`src/rtl/hash_table_config.svh`:
```
`ifndef HASH_TABLE_CONFIG_SVH
`define HASH_TABLE_CONFIG_SVH

`define HT_KEY_W      16
`define HT_DATA_W     32
`define HT_NUM_TABLES 4
`define HT_ADR_W      4

// H3 matrices for all tables, table 0 in the low 64 bits
// within a table, row r sits at bits [r*HT_ADR_W +: HT_ADR_W] and belongs to key bit r
`define HT_H3_MATRIX { \
    64'h9e3b_71c5_d2a8_4f6b, \
    64'h5c17_e9a3_b64d_28f1, \
    64'ha6d1_3f85_7c2e_b94a, \
    64'h3b8f_d16a_42e7_c59d  \
}

`endif

```
`src/rtl/hash_table_pkg.sv`:
```
`include "hash_table_config.svh"

package hash_table_pkg;

    typedef logic [`HT_KEY_W-1:0]      key_t;
    typedef logic [`HT_DATA_W-1:0]     data_t;
    typedef logic [`HT_ADR_W-1:0]      bucket_adr_t;
    typedef logic [`HT_NUM_TABLES-1:0] table_vec_t;   // one bit per table

    // stored key sits above its data, as in the memory word
    typedef struct packed {
        key_t  key;
        data_t data;
    } entry_t;

    typedef enum logic [1:0] {
        OP_NONE   = 2'd0,
        OP_READ   = 2'd1,
        OP_WRITE  = 2'd2,
        OP_DELETE = 2'd3
    } op_t;

endpackage

```
`src/rtl/bucket_table.sv`:
```
`timescale 1ns/1ps
`include "hash_table_config.svh"

module bucket_table
    import hash_table_pkg::*;
(
    input  logic        clk,
    input  logic        reset_i,

    input  bucket_adr_t rd_adr_i,
    output entry_t      rd_entry_o,
    output logic        rd_valid_o,

    input  logic        wr_en_i,
    input  bucket_adr_t wr_adr_i,
    input  entry_t      wr_entry_i,
    input  logic        wr_valid_i
);

    localparam int DEPTH = 1 << `HT_ADR_W;

    entry_t           mem [DEPTH];
    logic [DEPTH-1:0] valid_q;

    // entry storage, a delete leaves the old entry in place
    always_ff @(posedge clk) begin
        if (wr_en_i && wr_valid_i) begin
            mem[wr_adr_i] <= wr_entry_i;
        end
        rd_entry_o <= mem[rd_adr_i];   // registered read
    end

    always_ff @(posedge clk) begin
        if (reset_i) begin
            valid_q    <= '0;
            rd_valid_o <= 1'b0;
        end else begin
            if (wr_en_i) begin
                valid_q[wr_adr_i] <= wr_valid_i;   // set on insert, clear on delete
            end
            rd_valid_o <= valid_q[rd_adr_i];
        end
    end

endmodule

```
`src/rtl/h3_hash.sv`:
```
`timescale 1ns/1ps
`include "hash_table_config.svh"

module h3_hash
    import hash_table_pkg::*;
#(
    parameter int TABLE_IDX = 0
) (
    input  key_t        key_i,
    output bucket_adr_t hash_o
);

    localparam int MATRIX_W = `HT_NUM_TABLES * `HT_KEY_W * `HT_ADR_W;
    localparam int ROW_BASE = TABLE_IDX * `HT_KEY_W;   // first row of this table

    localparam logic [MATRIX_W-1:0] H3_MATRIX = `HT_H3_MATRIX;

    always_comb begin
        hash_o = '0;
        for (int r = 0; r < `HT_KEY_W; r++) begin
            if (key_i[r]) begin
                hash_o = hash_o ^ H3_MATRIX[(ROW_BASE + r) * `HT_ADR_W +: `HT_ADR_W];
            end
        end
    end

endmodule

```
`src/rtl/hash_table.sv`:
```
`timescale 1ns/1ps

module hash_table
    import hash_table_pkg::*;
(
    input  logic  clk,
    input  logic  reset_i,

    input  logic  wb_cyc_i,
    input  logic  wb_stb_i,
    input  key_t  wb_adr_i,
    input  data_t wb_dat_i,
    input  op_t   op_i,
    output logic  wb_ack_o,
    output data_t wb_dat_o,

    output logic  no_element_found_o,
    output logic  key_already_present_o,
    output logic  no_write_space_o,
    output logic  no_deletion_target_o
);

    localparam int NUM_TABLES = $bits(table_vec_t);

    key_t        key;
    bucket_adr_t hash_adr [NUM_TABLES];
    entry_t      rd_entry [NUM_TABLES];
    table_vec_t  rd_valid;
    table_vec_t  wr_en;
    entry_t      wr_entry;
    logic        wr_valid;

    for (genvar t = 0; t < NUM_TABLES; t++) begin : g_table
        h3_hash #(
            .TABLE_IDX(t)
        ) u_hash (
            .key_i (key),
            .hash_o(hash_adr[t])
        );

        // same bucket address for the lookup and the later write
        bucket_table u_table (
            .clk       (clk),
            .reset_i   (reset_i),
            .rd_adr_i  (hash_adr[t]),
            .rd_entry_o(rd_entry[t]),
            .rd_valid_o(rd_valid[t]),
            .wr_en_i   (wr_en[t]),
            .wr_adr_i  (hash_adr[t]),
            .wr_entry_i(wr_entry),
            .wr_valid_i(wr_valid)
        );
    end

    table_controller u_ctrl (
        .clk                  (clk),
        .reset_i              (reset_i),
        .wb_cyc_i             (wb_cyc_i),
        .wb_stb_i             (wb_stb_i),
        .wb_adr_i             (wb_adr_i),
        .wb_dat_i             (wb_dat_i),
        .op_i                 (op_i),
        .wb_ack_o             (wb_ack_o),
        .wb_dat_o             (wb_dat_o),
        .no_element_found_o   (no_element_found_o),
        .key_already_present_o(key_already_present_o),
        .no_write_space_o     (no_write_space_o),
        .no_deletion_target_o (no_deletion_target_o),
        .key_o                (key),
        .rd_entry_i           (rd_entry),
        .rd_valid_i           (rd_valid),
        .wr_en_o              (wr_en),
        .wr_entry_o           (wr_entry),
        .wr_valid_o           (wr_valid)
    );

endmodule

```
`src/rtl/table_controller.sv`:
```
`timescale 1ns/1ps
`include "hash_table_config.svh"

module table_controller
    import hash_table_pkg::*;
(
    input  logic       clk,
    input  logic       reset_i,

    input  logic       wb_cyc_i,
    input  logic       wb_stb_i,
    input  key_t       wb_adr_i,
    input  data_t      wb_dat_i,
    input  op_t        op_i,
    output logic       wb_ack_o,
    output data_t      wb_dat_o,

    output logic       no_element_found_o,
    output logic       key_already_present_o,
    output logic       no_write_space_o,
    output logic       no_deletion_target_o,

    output key_t       key_o,
    input  entry_t     rd_entry_i [`HT_NUM_TABLES],
    input  table_vec_t rd_valid_i,
    output table_vec_t wr_en_o,
    output entry_t     wr_entry_o,
    output logic       wr_valid_o
);

    typedef enum logic [1:0] {
        ST_IDLE,
        ST_LOOKUP,
        ST_RESPOND
    } state_t;

    state_t     state_q;
    logic       rd_ready_q;   // table read data is valid in this cycle
    key_t       key_q;
    data_t      data_q;
    op_t        op_q;

    logic       accept;
    logic       decide;
    table_vec_t hit_vec;
    table_vec_t free_sel;
    logic       any_hit;
    logic       any_free;
    data_t      hit_data;

    assign accept = (state_q == ST_IDLE) && wb_cyc_i && wb_stb_i;
    assign decide = (state_q == ST_LOOKUP) && rd_ready_q;

    // request payload, held for the whole operation
    always_ff @(posedge clk) begin
        if (accept) begin
            key_q  <= wb_adr_i;
            data_q <= wb_dat_i;
            op_q   <= op_i;
        end
    end

    always_comb begin
        hit_data = '0;
        free_sel = '0;
        for (int t = 0; t < `HT_NUM_TABLES; t++) begin
            hit_vec[t] = rd_valid_i[t] && (rd_entry_i[t].key == key_q);
            if (hit_vec[t]) begin
                hit_data = rd_entry_i[t].data;   // keys are unique, at most one hit
            end
        end
        for (int t = `HT_NUM_TABLES - 1; t >= 0; t--) begin
            if (!rd_valid_i[t]) begin
                free_sel    = '0;
                free_sel[t] = 1'b1;   // lowest free table wins
            end
        end
    end

    assign any_hit  = |hit_vec;
    assign any_free = |free_sel;

    always_comb begin
        wr_en_o    = '0;
        wr_valid_o = 1'b0;
        if (decide) begin
            case (op_q)
                OP_WRITE: begin
                    if (!any_hit) begin
                        wr_en_o    = free_sel;
                        wr_valid_o = 1'b1;
                    end
                end
                OP_DELETE: wr_en_o = hit_vec;   // valid value stays zero
                default: ;
            endcase
        end
    end

    assign wr_entry_o = '{key: key_q, data: data_q};
    assign key_o      = key_q;

    always_ff @(posedge clk) begin
        if (reset_i) begin
            state_q               <= ST_IDLE;
            rd_ready_q            <= 1'b0;
            wb_dat_o              <= '0;
            no_element_found_o    <= 1'b0;
            key_already_present_o <= 1'b0;
            no_write_space_o      <= 1'b0;
            no_deletion_target_o  <= 1'b0;
        end else begin
            rd_ready_q <= (state_q == ST_LOOKUP) && !rd_ready_q;
            case (state_q)
                ST_IDLE: begin
                    if (accept) begin
                        state_q <= ST_LOOKUP;
                    end
                end
                ST_LOOKUP: begin
                    if (rd_ready_q) begin
                        state_q               <= ST_RESPOND;
                        wb_dat_o              <= (op_q == OP_READ) ? hit_data : '0;
                        no_element_found_o    <= (op_q == OP_READ) && !any_hit;
                        key_already_present_o <= (op_q == OP_WRITE) && any_hit;
                        no_write_space_o      <= (op_q == OP_WRITE) && !any_hit && !any_free;
                        no_deletion_target_o  <= (op_q == OP_DELETE) && !any_hit;
                    end
                end
                ST_RESPOND: begin   // ack cycle, stb still high here
                    state_q               <= ST_IDLE;
                    wb_dat_o              <= '0;
                    no_element_found_o    <= 1'b0;
                    key_already_present_o <= 1'b0;
                    no_write_space_o      <= 1'b0;
                    no_deletion_target_o  <= 1'b0;
                end
                default: state_q <= ST_IDLE;
            endcase
        end
    end

    assign wb_ack_o = (state_q == ST_RESPOND);

endmodule
```
`config.mk`:
```
export PLATFORM = sky130hd
export DESIGN_NAME = hash_table
export DESIGN_NICKNAME = d
export VERILOG_FILES = /design/src/rtl/hash_table_pkg.sv /design/src/rtl/bucket_table.sv /design/src/rtl/h3_hash.sv /design/src/rtl/hash_table.sv /design/src/rtl/table_controller.sv
export VERILOG_INCLUDE_DIRS = /design/src /design/src/rtl
export SDC_FILE = /design/constraint.sdc
export NUM_CORES = 2
export LEC_CHECK = 0
export BUFFER_PORTS_ARGS = -buffer_cell sky130_fd_sc_hd__buf_2
export CORE_UTILIZATION = 64
export DETAILED_ROUTE_END_ITERATION = 8
export PLACE_DENSITY = 0.9
export SYNTH_ARGS = -nofsm -noshare
export SYNTH_HDL_FRONTEND = slang
export SYNTH_HIERARCHICAL = 1
export SYNTH_SLANG_ARGS = --single-unit
```
`constraint.sdc`:
```
create_clock -name clk -period 10.5 [get_ports clk]
set_input_delay 1.05 -clock clk [delete_from_list [all_inputs] [get_ports clk]]
set_output_delay 1.05 -clock clk [all_outputs]
set_load 0.01 [all_outputs]
```
Yosys cells after proc, flatten, opt, wreduce, memory -nomap -nowiden

Memories as Yosys holds them, arrays and structs flattened. A register that Yosys moved wholly into a read port is not among the register bits.
Index checks and enable logic that the tools add are counted.

Add/sub/neg operators: 0
Multipliers: 0
Divide/modulo/power cells: 0
$lt $le $gt $ge: 8
Equal/unequal tests: 11
Shifts and indexed selects: 0
Mux-type cells: 120
Bitwise gates (word level): 60
Reduce and logical (&&, ||, !) cells: 30

Operators with widths:

| operator                                                                             | count |
|---|---|
| 32-bit 2-to-1 mux                                                                    | 6 |
| 4-bit 2-to-1 mux                                                                     | 41 |
| 16-bit bitwise mux                                                                   | 4 |
| 16-bit == test                                                                       | 4 |
| 32-bit case mux with 2 select lines                                                  | 1 |
| 3-bit 2-to-1 mux                                                                     | 16 |
| 2-bit NOT                                                                            | 24 |
| 3-bit NOT                                                                            | 16 |
| 1-bit 2-to-1 mux                                                                     | 28 |
| 1-bit logical AND                                                                    | 21 |
| 4-bit by 5-bit less-than comparator with 1-bit output (second input constant)        | 4 |
| 2-bit 2-to-1 mux                                                                     | 10 |
| 1-bit binary-select mux with 4-bit select                                            | 4 |
| 1-bit demux with 4-bit select                                                        | 4 |
| 4-bit by 1-bit greater-or-equal comparator with 1-bit output (second input constant) | 4 |
| 1-bit NOT                                                                            | 16 |
| 4-bit NOT                                                                            | 3 |
| 1-bit case mux with 2 select lines                                                   | 4 |
| 4-bit case mux with 2 select lines                                                   | 1 |
| 4-bit OR reduction                                                                   | 2 |
| 2-bit == test (second input constant)                                                | 3 |
| 2-bit by 1-bit == test with 1-bit output (second input constant)                     | 2 |
| 2-bit by 1-bit inequality test with 1-bit output (second input constant)             | 2 |
| 1-bit NOT with 4-bit output                                                          | 1 |
| other kinds (5)                                                                      | 8 |

Flip-flop bits (word level): 157
Latch bits: 0
Memory bits (writable): 3,072
Memory bits (read-only): 0
Bits of input ports: 54
Output and inout bits: 37
Logic and storage cells: 251
Memories: 4

Memories:

| name                   | depth | bits a word | rd ports | clocked after memory_dff | write ports | RTL line           | text |
|---|---|---|---|---|---|---|---|
| g_table[0].u_table.mem | 16    | 48          | 1        | 1                        | 1           | bucket_table.sv:22 | `entry_t mem [DEPTH];` |
| g_table[1].u_table.mem | 16    | 48          | 1        | 1                        | 1           | bucket_table.sv:22 |  |
| g_table[2].u_table.mem | 16    | 48          | 1        | 1                        | 1           | bucket_table.sv:22 |  |
| g_table[3].u_table.mem | 16    | 48          | 1        | 1                        | 1           | bucket_table.sv:22 |  |

Longest topological paths before layout

Depth in word-level cells: 35
Depth in mapped cells: 13
Depth with buffers taken out: 10

By module

Netlist, hierarchy kept.

Modules (own cells, without submodules):

| module                                | times used | cells each | area each (um2) | seq. area each (um2) |
|---|---|---|---|---|
| bucket_table (g_table[1].u_table ...) | 3          | 1,288      | 30,448.0        | 24,363.4 |
| bucket_table (g_table[0].u_table)     | 1          | 1,288      | 30,454.2        | 24,363.4 |
| table_controller                      | 1          | 424        | 4,783.3         | 2,282.2 |
| h3_hash (g_table[1].u_hash ...)       | 2          | 19         | 229.0           | 0.0 |
| h3_hash (g_table[3].u_hash)           | 1          | 19         | 244.0           | 0.0 |
| h3_hash (g_table[0].u_hash)           | 1          | 21         | 232.7           | 0.0 |

Least setup slack after synthesis

OpenSTA, ideal clock, no wires.

Kind: in2reg
Start point: in wb_stb_i
End point: reg u_ctrl.data_q[0], enable pin
Library setup time: 522 ps
Arrival time: 4,546 ps
Data required time: 9,978 ps
Setup slack: 5,433 ps
Cell stages on the path: 2
Path buffers: 0
Path through: nand2_1 > nor3_1

Cells in the longest elaborated chain, start to end: 1

Ends and longest elaborated chain:

| element                 | RTL line               | text |
|---|---|---|
| start: declaration      | hash_table.sv:10       | `input logic wb_stb_i,` |
| 1-bit logical AND       | table_controller.sv:51 | `assign accept = (state_q == ST_IDLE) && wb_cyc_i && wb_stb_i;` |
| named net u_ctrl.accept | table_controller.sv:43 | `logic accept;` |
| end signal: assignment  | table_controller.sv:58 | `data_q <= wb_dat_i;` |
| end: declaration        | table_controller.sv:40 | `data_t data_q;` |

The timed path passes the listed nets, and every way through them passes these cells.
A chain may end at the register's enable or synchronous reset.

Final worst setup path

Start point: reg u_ctrl.key_q[8], in the netlist u_ctrl/key_o[8]
End point: mem g_table[3].u_table/mem[5][10] (netlist bit), enable pin

Elaborated cells between the ends (all ways): 33
Classes of those cells: eq/ne: 4; mux: 16; bitwise: 7; reduce/logical: 6

RTL lines:

| element                                    | RTL line               | text |
|---|---|---|
| start: declaration                         | table_controller.sv:39 | `key_t key_q;` |
| start signal: assignment                   | table_controller.sv:57 | `key_q <= wb_adr_i;` |
| 16-bit == test                             | table_controller.sv:67 | `hit_vec[t] = rd_valid_i[t] && (rd_entry_i[t].key == key_q);` |
| 1-bit logical AND                          | table_controller.sv:67 |  |
| 4-bit OR reduction                         | table_controller.sv:80 | `assign any_hit = \|hit_vec;` |
| 4-bit 2-to-1 mux                           | table_controller.sv:89 | `if (!any_hit) begin` |
| 4-bit case mux with 2 select lines (*)     | table_controller.sv:87 | `case (op_q)` |
| 4-bit 2-to-1 mux (*)                       | table_controller.sv:86 | `if (decide) begin` |
| named net wr_en[3]                         | hash_table.sv:29       | `table_vec_t wr_en;` |
| 1-bit logical AND (*)                      | bucket_table.sv:27     | `if (wr_en_i && wr_valid_i) begin` |
| 1-bit 2-to-1 mux (*)                       | bucket_table.sv:27     |  |
| 1-bit 2-to-1 mux (implied by the code) (*) | bucket_table.sv:28     | `mem[wr_adr_i] <= wr_entry_i;` |
| end: declaration                           | bucket_table.sv:22     |  |

The timed path passes the listed nets; every way through them passes the cells marked *.

==> impl_metrics.tcl <==
set metrics [dict create \
    syn_inst 5654 \
    tightest_slew_ns 1.48 \
    hold_class "primary input to flop" \
    syn-num-nets 5708 \
    synth-seq-cells 3421 \
    slew_headroom 0.0129 \
    power.total_mw 34.1 \
    insertion_delay_ns 1.00 \
    design_area_mm2 0.142 \
    antenna_found_initial 38 \
    ys_top_cells_by_count "edfxtp_1, mux4_2, dfxtp_1" \
    arrival_ns 7.32 \
    peakVddDrop_mv 0.249 \
    postCtsHoldBufs 0 \
    synth_most_common_cell "edfxtp_1" \
    port_buffers 90 \
    cpPeakStageDelay_ns 0.93 \
    syn_to_final_growth_pct 11.3 \
    drtAntennaViolNets 0 \
    cts.sinks 3421 \
    synth_edf_count 3122 \
    die_h_um 448 \
    clk_pin_slew_ns 0.07 \
    hold_depth 1 \
    post-place-ws_ns 4.81 \
    report.final.hold_viol_count 0 \
    violations "design-rule violations" \
    period_minus_slack_ns 6.73 \
    intPower_mw 24.7 \
    r2r_end "g_table[3].u_table/mem[5][10]$_DFFE_PP_" \
    first_pass_iters 9 \
    route.vias.total 69486 \
    cap_violations 0 \
    setup_viol 0 \
    p_leak_nw 45.1 \
    syn_avg_cell_area_um2 22.6 \
    switchingPower_mw 9.43 \
    root_buffer "clkbuf_16" \
    timing.final.crit_share 0.641 \
    core.rowCount 163 \
    pwr-share-clk 0.348 \
    cts_setup_buffers 0 \
    layout-drive-gt1-share 0.270 \
    max_freq_ghz 0.149 \
    yosysTopAreaCellShare 0.735 \
    clk_path_buf_depth 4 \
    whs_endpoint "u_ctrl/data_q[0]$_DFFE_PP_" \
    track_usage 0.392 \
    first_global_vias 68488 \
    reg2regPathDepth 11 \
    drt_wl_total_um 388000 \
    required_ns 11.09 \
    synth_ff_type "edfxtp_1" \
    start_util 0.645 \
    end_kind "flop" \
    tns_ns 0 \
    dp_hpwl_um 176000 \
    synth-seq-area-share 0.782 \
    gr-total-overflow 0 \
    synthTopCellsByArea "edfxtp_1, mux4_2, dfxtp_1" \
    cts_resized 0 \
    h-tree-depth 5 \
    r2r_slack_ns 3.77 \
    p_sw_frac 0.276 \
    status "complete, but fails checks" \
    n_fill_cell 9433 \
    r2r_start "u_ctrl/key_o[8]$_DFFE_PP_" \
    hp-start "wb_dat_i[0]" \
    drc 49 \
    yosysWarnings 6 \
    finClkSkew_ns 0.0593 \
    grt_max_degree 140 \
    grt_first_pass_wirelength_um 539000 \
    cpMaxStageDelayCell "a21oi_1" \
    wl_per_cell_um 43.9 \
    num_io_pins 91 \
    dpl_cell_area_mm2 0.131 \
    maxSlewViolCount 0 \
    rsz0062_at_grt "no" \
    p_per_area_mw_per_mm2 241 \
    synthesis.area_mm2 0.128 \
    layout.nets 5994 \
    yosysUniqueCellTypes 55 \
    cts-buffers-inserted 321 \
    gp_congestion 1.12 \
    core_area_mm2 0.198 \
    via_per_inst 7.86 \
    comb_power_share 0.190 \
    die_w_um 448 \
    cp_cell_sequence "buf_4 > xnor2_1 > nand4b_1 > nor4_4 > o2bb2ai_4 > or4_1 > a21oi_1 > and3b_1 > nand2_1 > inv_2 > buf_4" \
    worst_slack_ns 3.77 \
    critPathMaxFanout 62 \
    cts_tree "done" \
    path_class "flop to flop" \
    timing.critical_path.mode_cell "buf_4" \
    startpoint_type "flop" \
    synth_top_area_cell "edfxtp_1" \
    die_area_mm2 0.201 \
    synthArstFlopShare 0 \
    dr.first_iter.drc_count 14873 \
    pwr-share-seq 0.462 \
]
## layout by cell type, fill, tap and decap left out, types with 29 or more instances in the layout
cell type     n
a21oi_1      71
clkbuf_16   330
a221oi_1     29
clkinv_2     58
a22o_1      193
clkinv_1     34
bufinv_16    29
inv_2        64
buf_2        90
o21ai_0      68
xnor2_1      82
o21ai_1      30
dfxtp_1     299
edfxtp_1   3122
buf_4       173
a221o_1     192
xor2_1       30
mux4_2      776
clkbuf_1     72
o221ai_2     30
nand2_1     129
## power by group through the flow
stage | sequential (mW) | clock, mW | combinational [mW]
floorplan | 15.7 | 0 | 4.38
global placement | 15.9 | 0 | 5.71
detailed placement | 15.9 | 0 | 5.95
CTS | 15.7 | 11.8 | 6.29
global route | 15.7 | 12.3 | 6.57
finish | 15.8 | 11.9 | 6.48
## logic make-up after synthesis
logic type	share of synthesized area
AOI/OAI and AO/OA	0.0423
xor gates and xnor gates	0.0117
buffers and inverters	0.0141
DFF	0.782
muxes	0.138
and+or+nand+nor	0.0114
## flip-flops by register name, indices dropped and copies added (netlist names), 2 cells and up
register / cells
u_ctrl/state_q: 2
g_table.u_table/rd_valid_o: 4
u_ctrl/key_o: 16
g_table.u_table/mem: 3072
g_table.u_table/valid_q: 64
u_ctrl/wb_dat_o: 32
g_table.u_table/rd_entry_o: 192
u_ctrl/data_q: 32
u_ctrl/op_q: 2
## critical path, delay by kind of cell (launching register included)
family,cells,cell delay [ns]
AOI/OAI and AO/OA,2,1.32
buffers and inverters,3,2.07
xor gates and xnor gates,1,0.29
DFF,1,0.86
and+or+nand+nor,5,1.70
## worst max path at each step
stage / startpoint / to / slack [ns]
floorplan: wb_stb_i / u_ctrl/data_q[0]$_DFFE_PP_ / 5.43
global placement: u_ctrl/key_o[8]$_DFFE_PP_ / g_table[2].u_table/mem[13][24]$_DFFE_PP_ / 5.10
detailed placement: u_ctrl/key_o[8]$_DFFE_PP_ / g_table[3].u_table/mem[5][26]$_DFFE_PP_ / 4.81
CTS: u_ctrl/key_o[8]$_DFFE_PP_ / g_table[1].u_table/mem[11][10]$_DFFE_PP_ / 4.40
global route: u_ctrl/key_o[8]$_DFFE_PP_ / g_table[3].u_table/mem[5][10]$_DFFE_PP_ / 4.04
finish: u_ctrl/key_o[8]$_DFFE_PP_ / g_table[3].u_table/mem[5][10]$_DFFE_PP_ / 3.77
## area by class of cell
| cell class | instances | area [um^2] | share of cell area |
|---|---|---|---|
| Clock inverter | 143 | 1460 | 0.0103 |
| Clock buffer | 426 | 8860 | 0.0624 |
| Sequential cell | 3421 | 99700 | 0.703 |
| Timing Repair Buffer | 272 | 1910 | 0.0135 |
| Tap cell | 2640 | 3300 | 0.0233 |
| Antenna cell | 18 | 45.0 | 0.000318 |
| Multi-Input combinational cell | 1854 | 26300 | 0.185 |
| Inverter | 70 | 263 | 0.00185 |
## metrics by stage
stage / instances / hold slack (ns) / utilization
2_1_floorplan: 5654 / 0.403 / -
3_3_place_gp: 8254 / 0.419 / 0.665
3_5_place_dp: 8254 / 0.424 / 0.665
4_1_cts: 8823 / 0.225 / 0.717
5_1_grt: 8830 / 0.226 / 0.718
6_report: 8844 / 0.247 / 0.718
## per-layer routing
metal | GRT usage | part of all wire
met1 | 0.489 | 0.29
met2 | 0.583 | 0.46
met3 | 0.142 | 0.17
met4 | 0.258 | 0.085
met5 | 0.00818 | 0.0012
(Power assumes the default switching activity.)
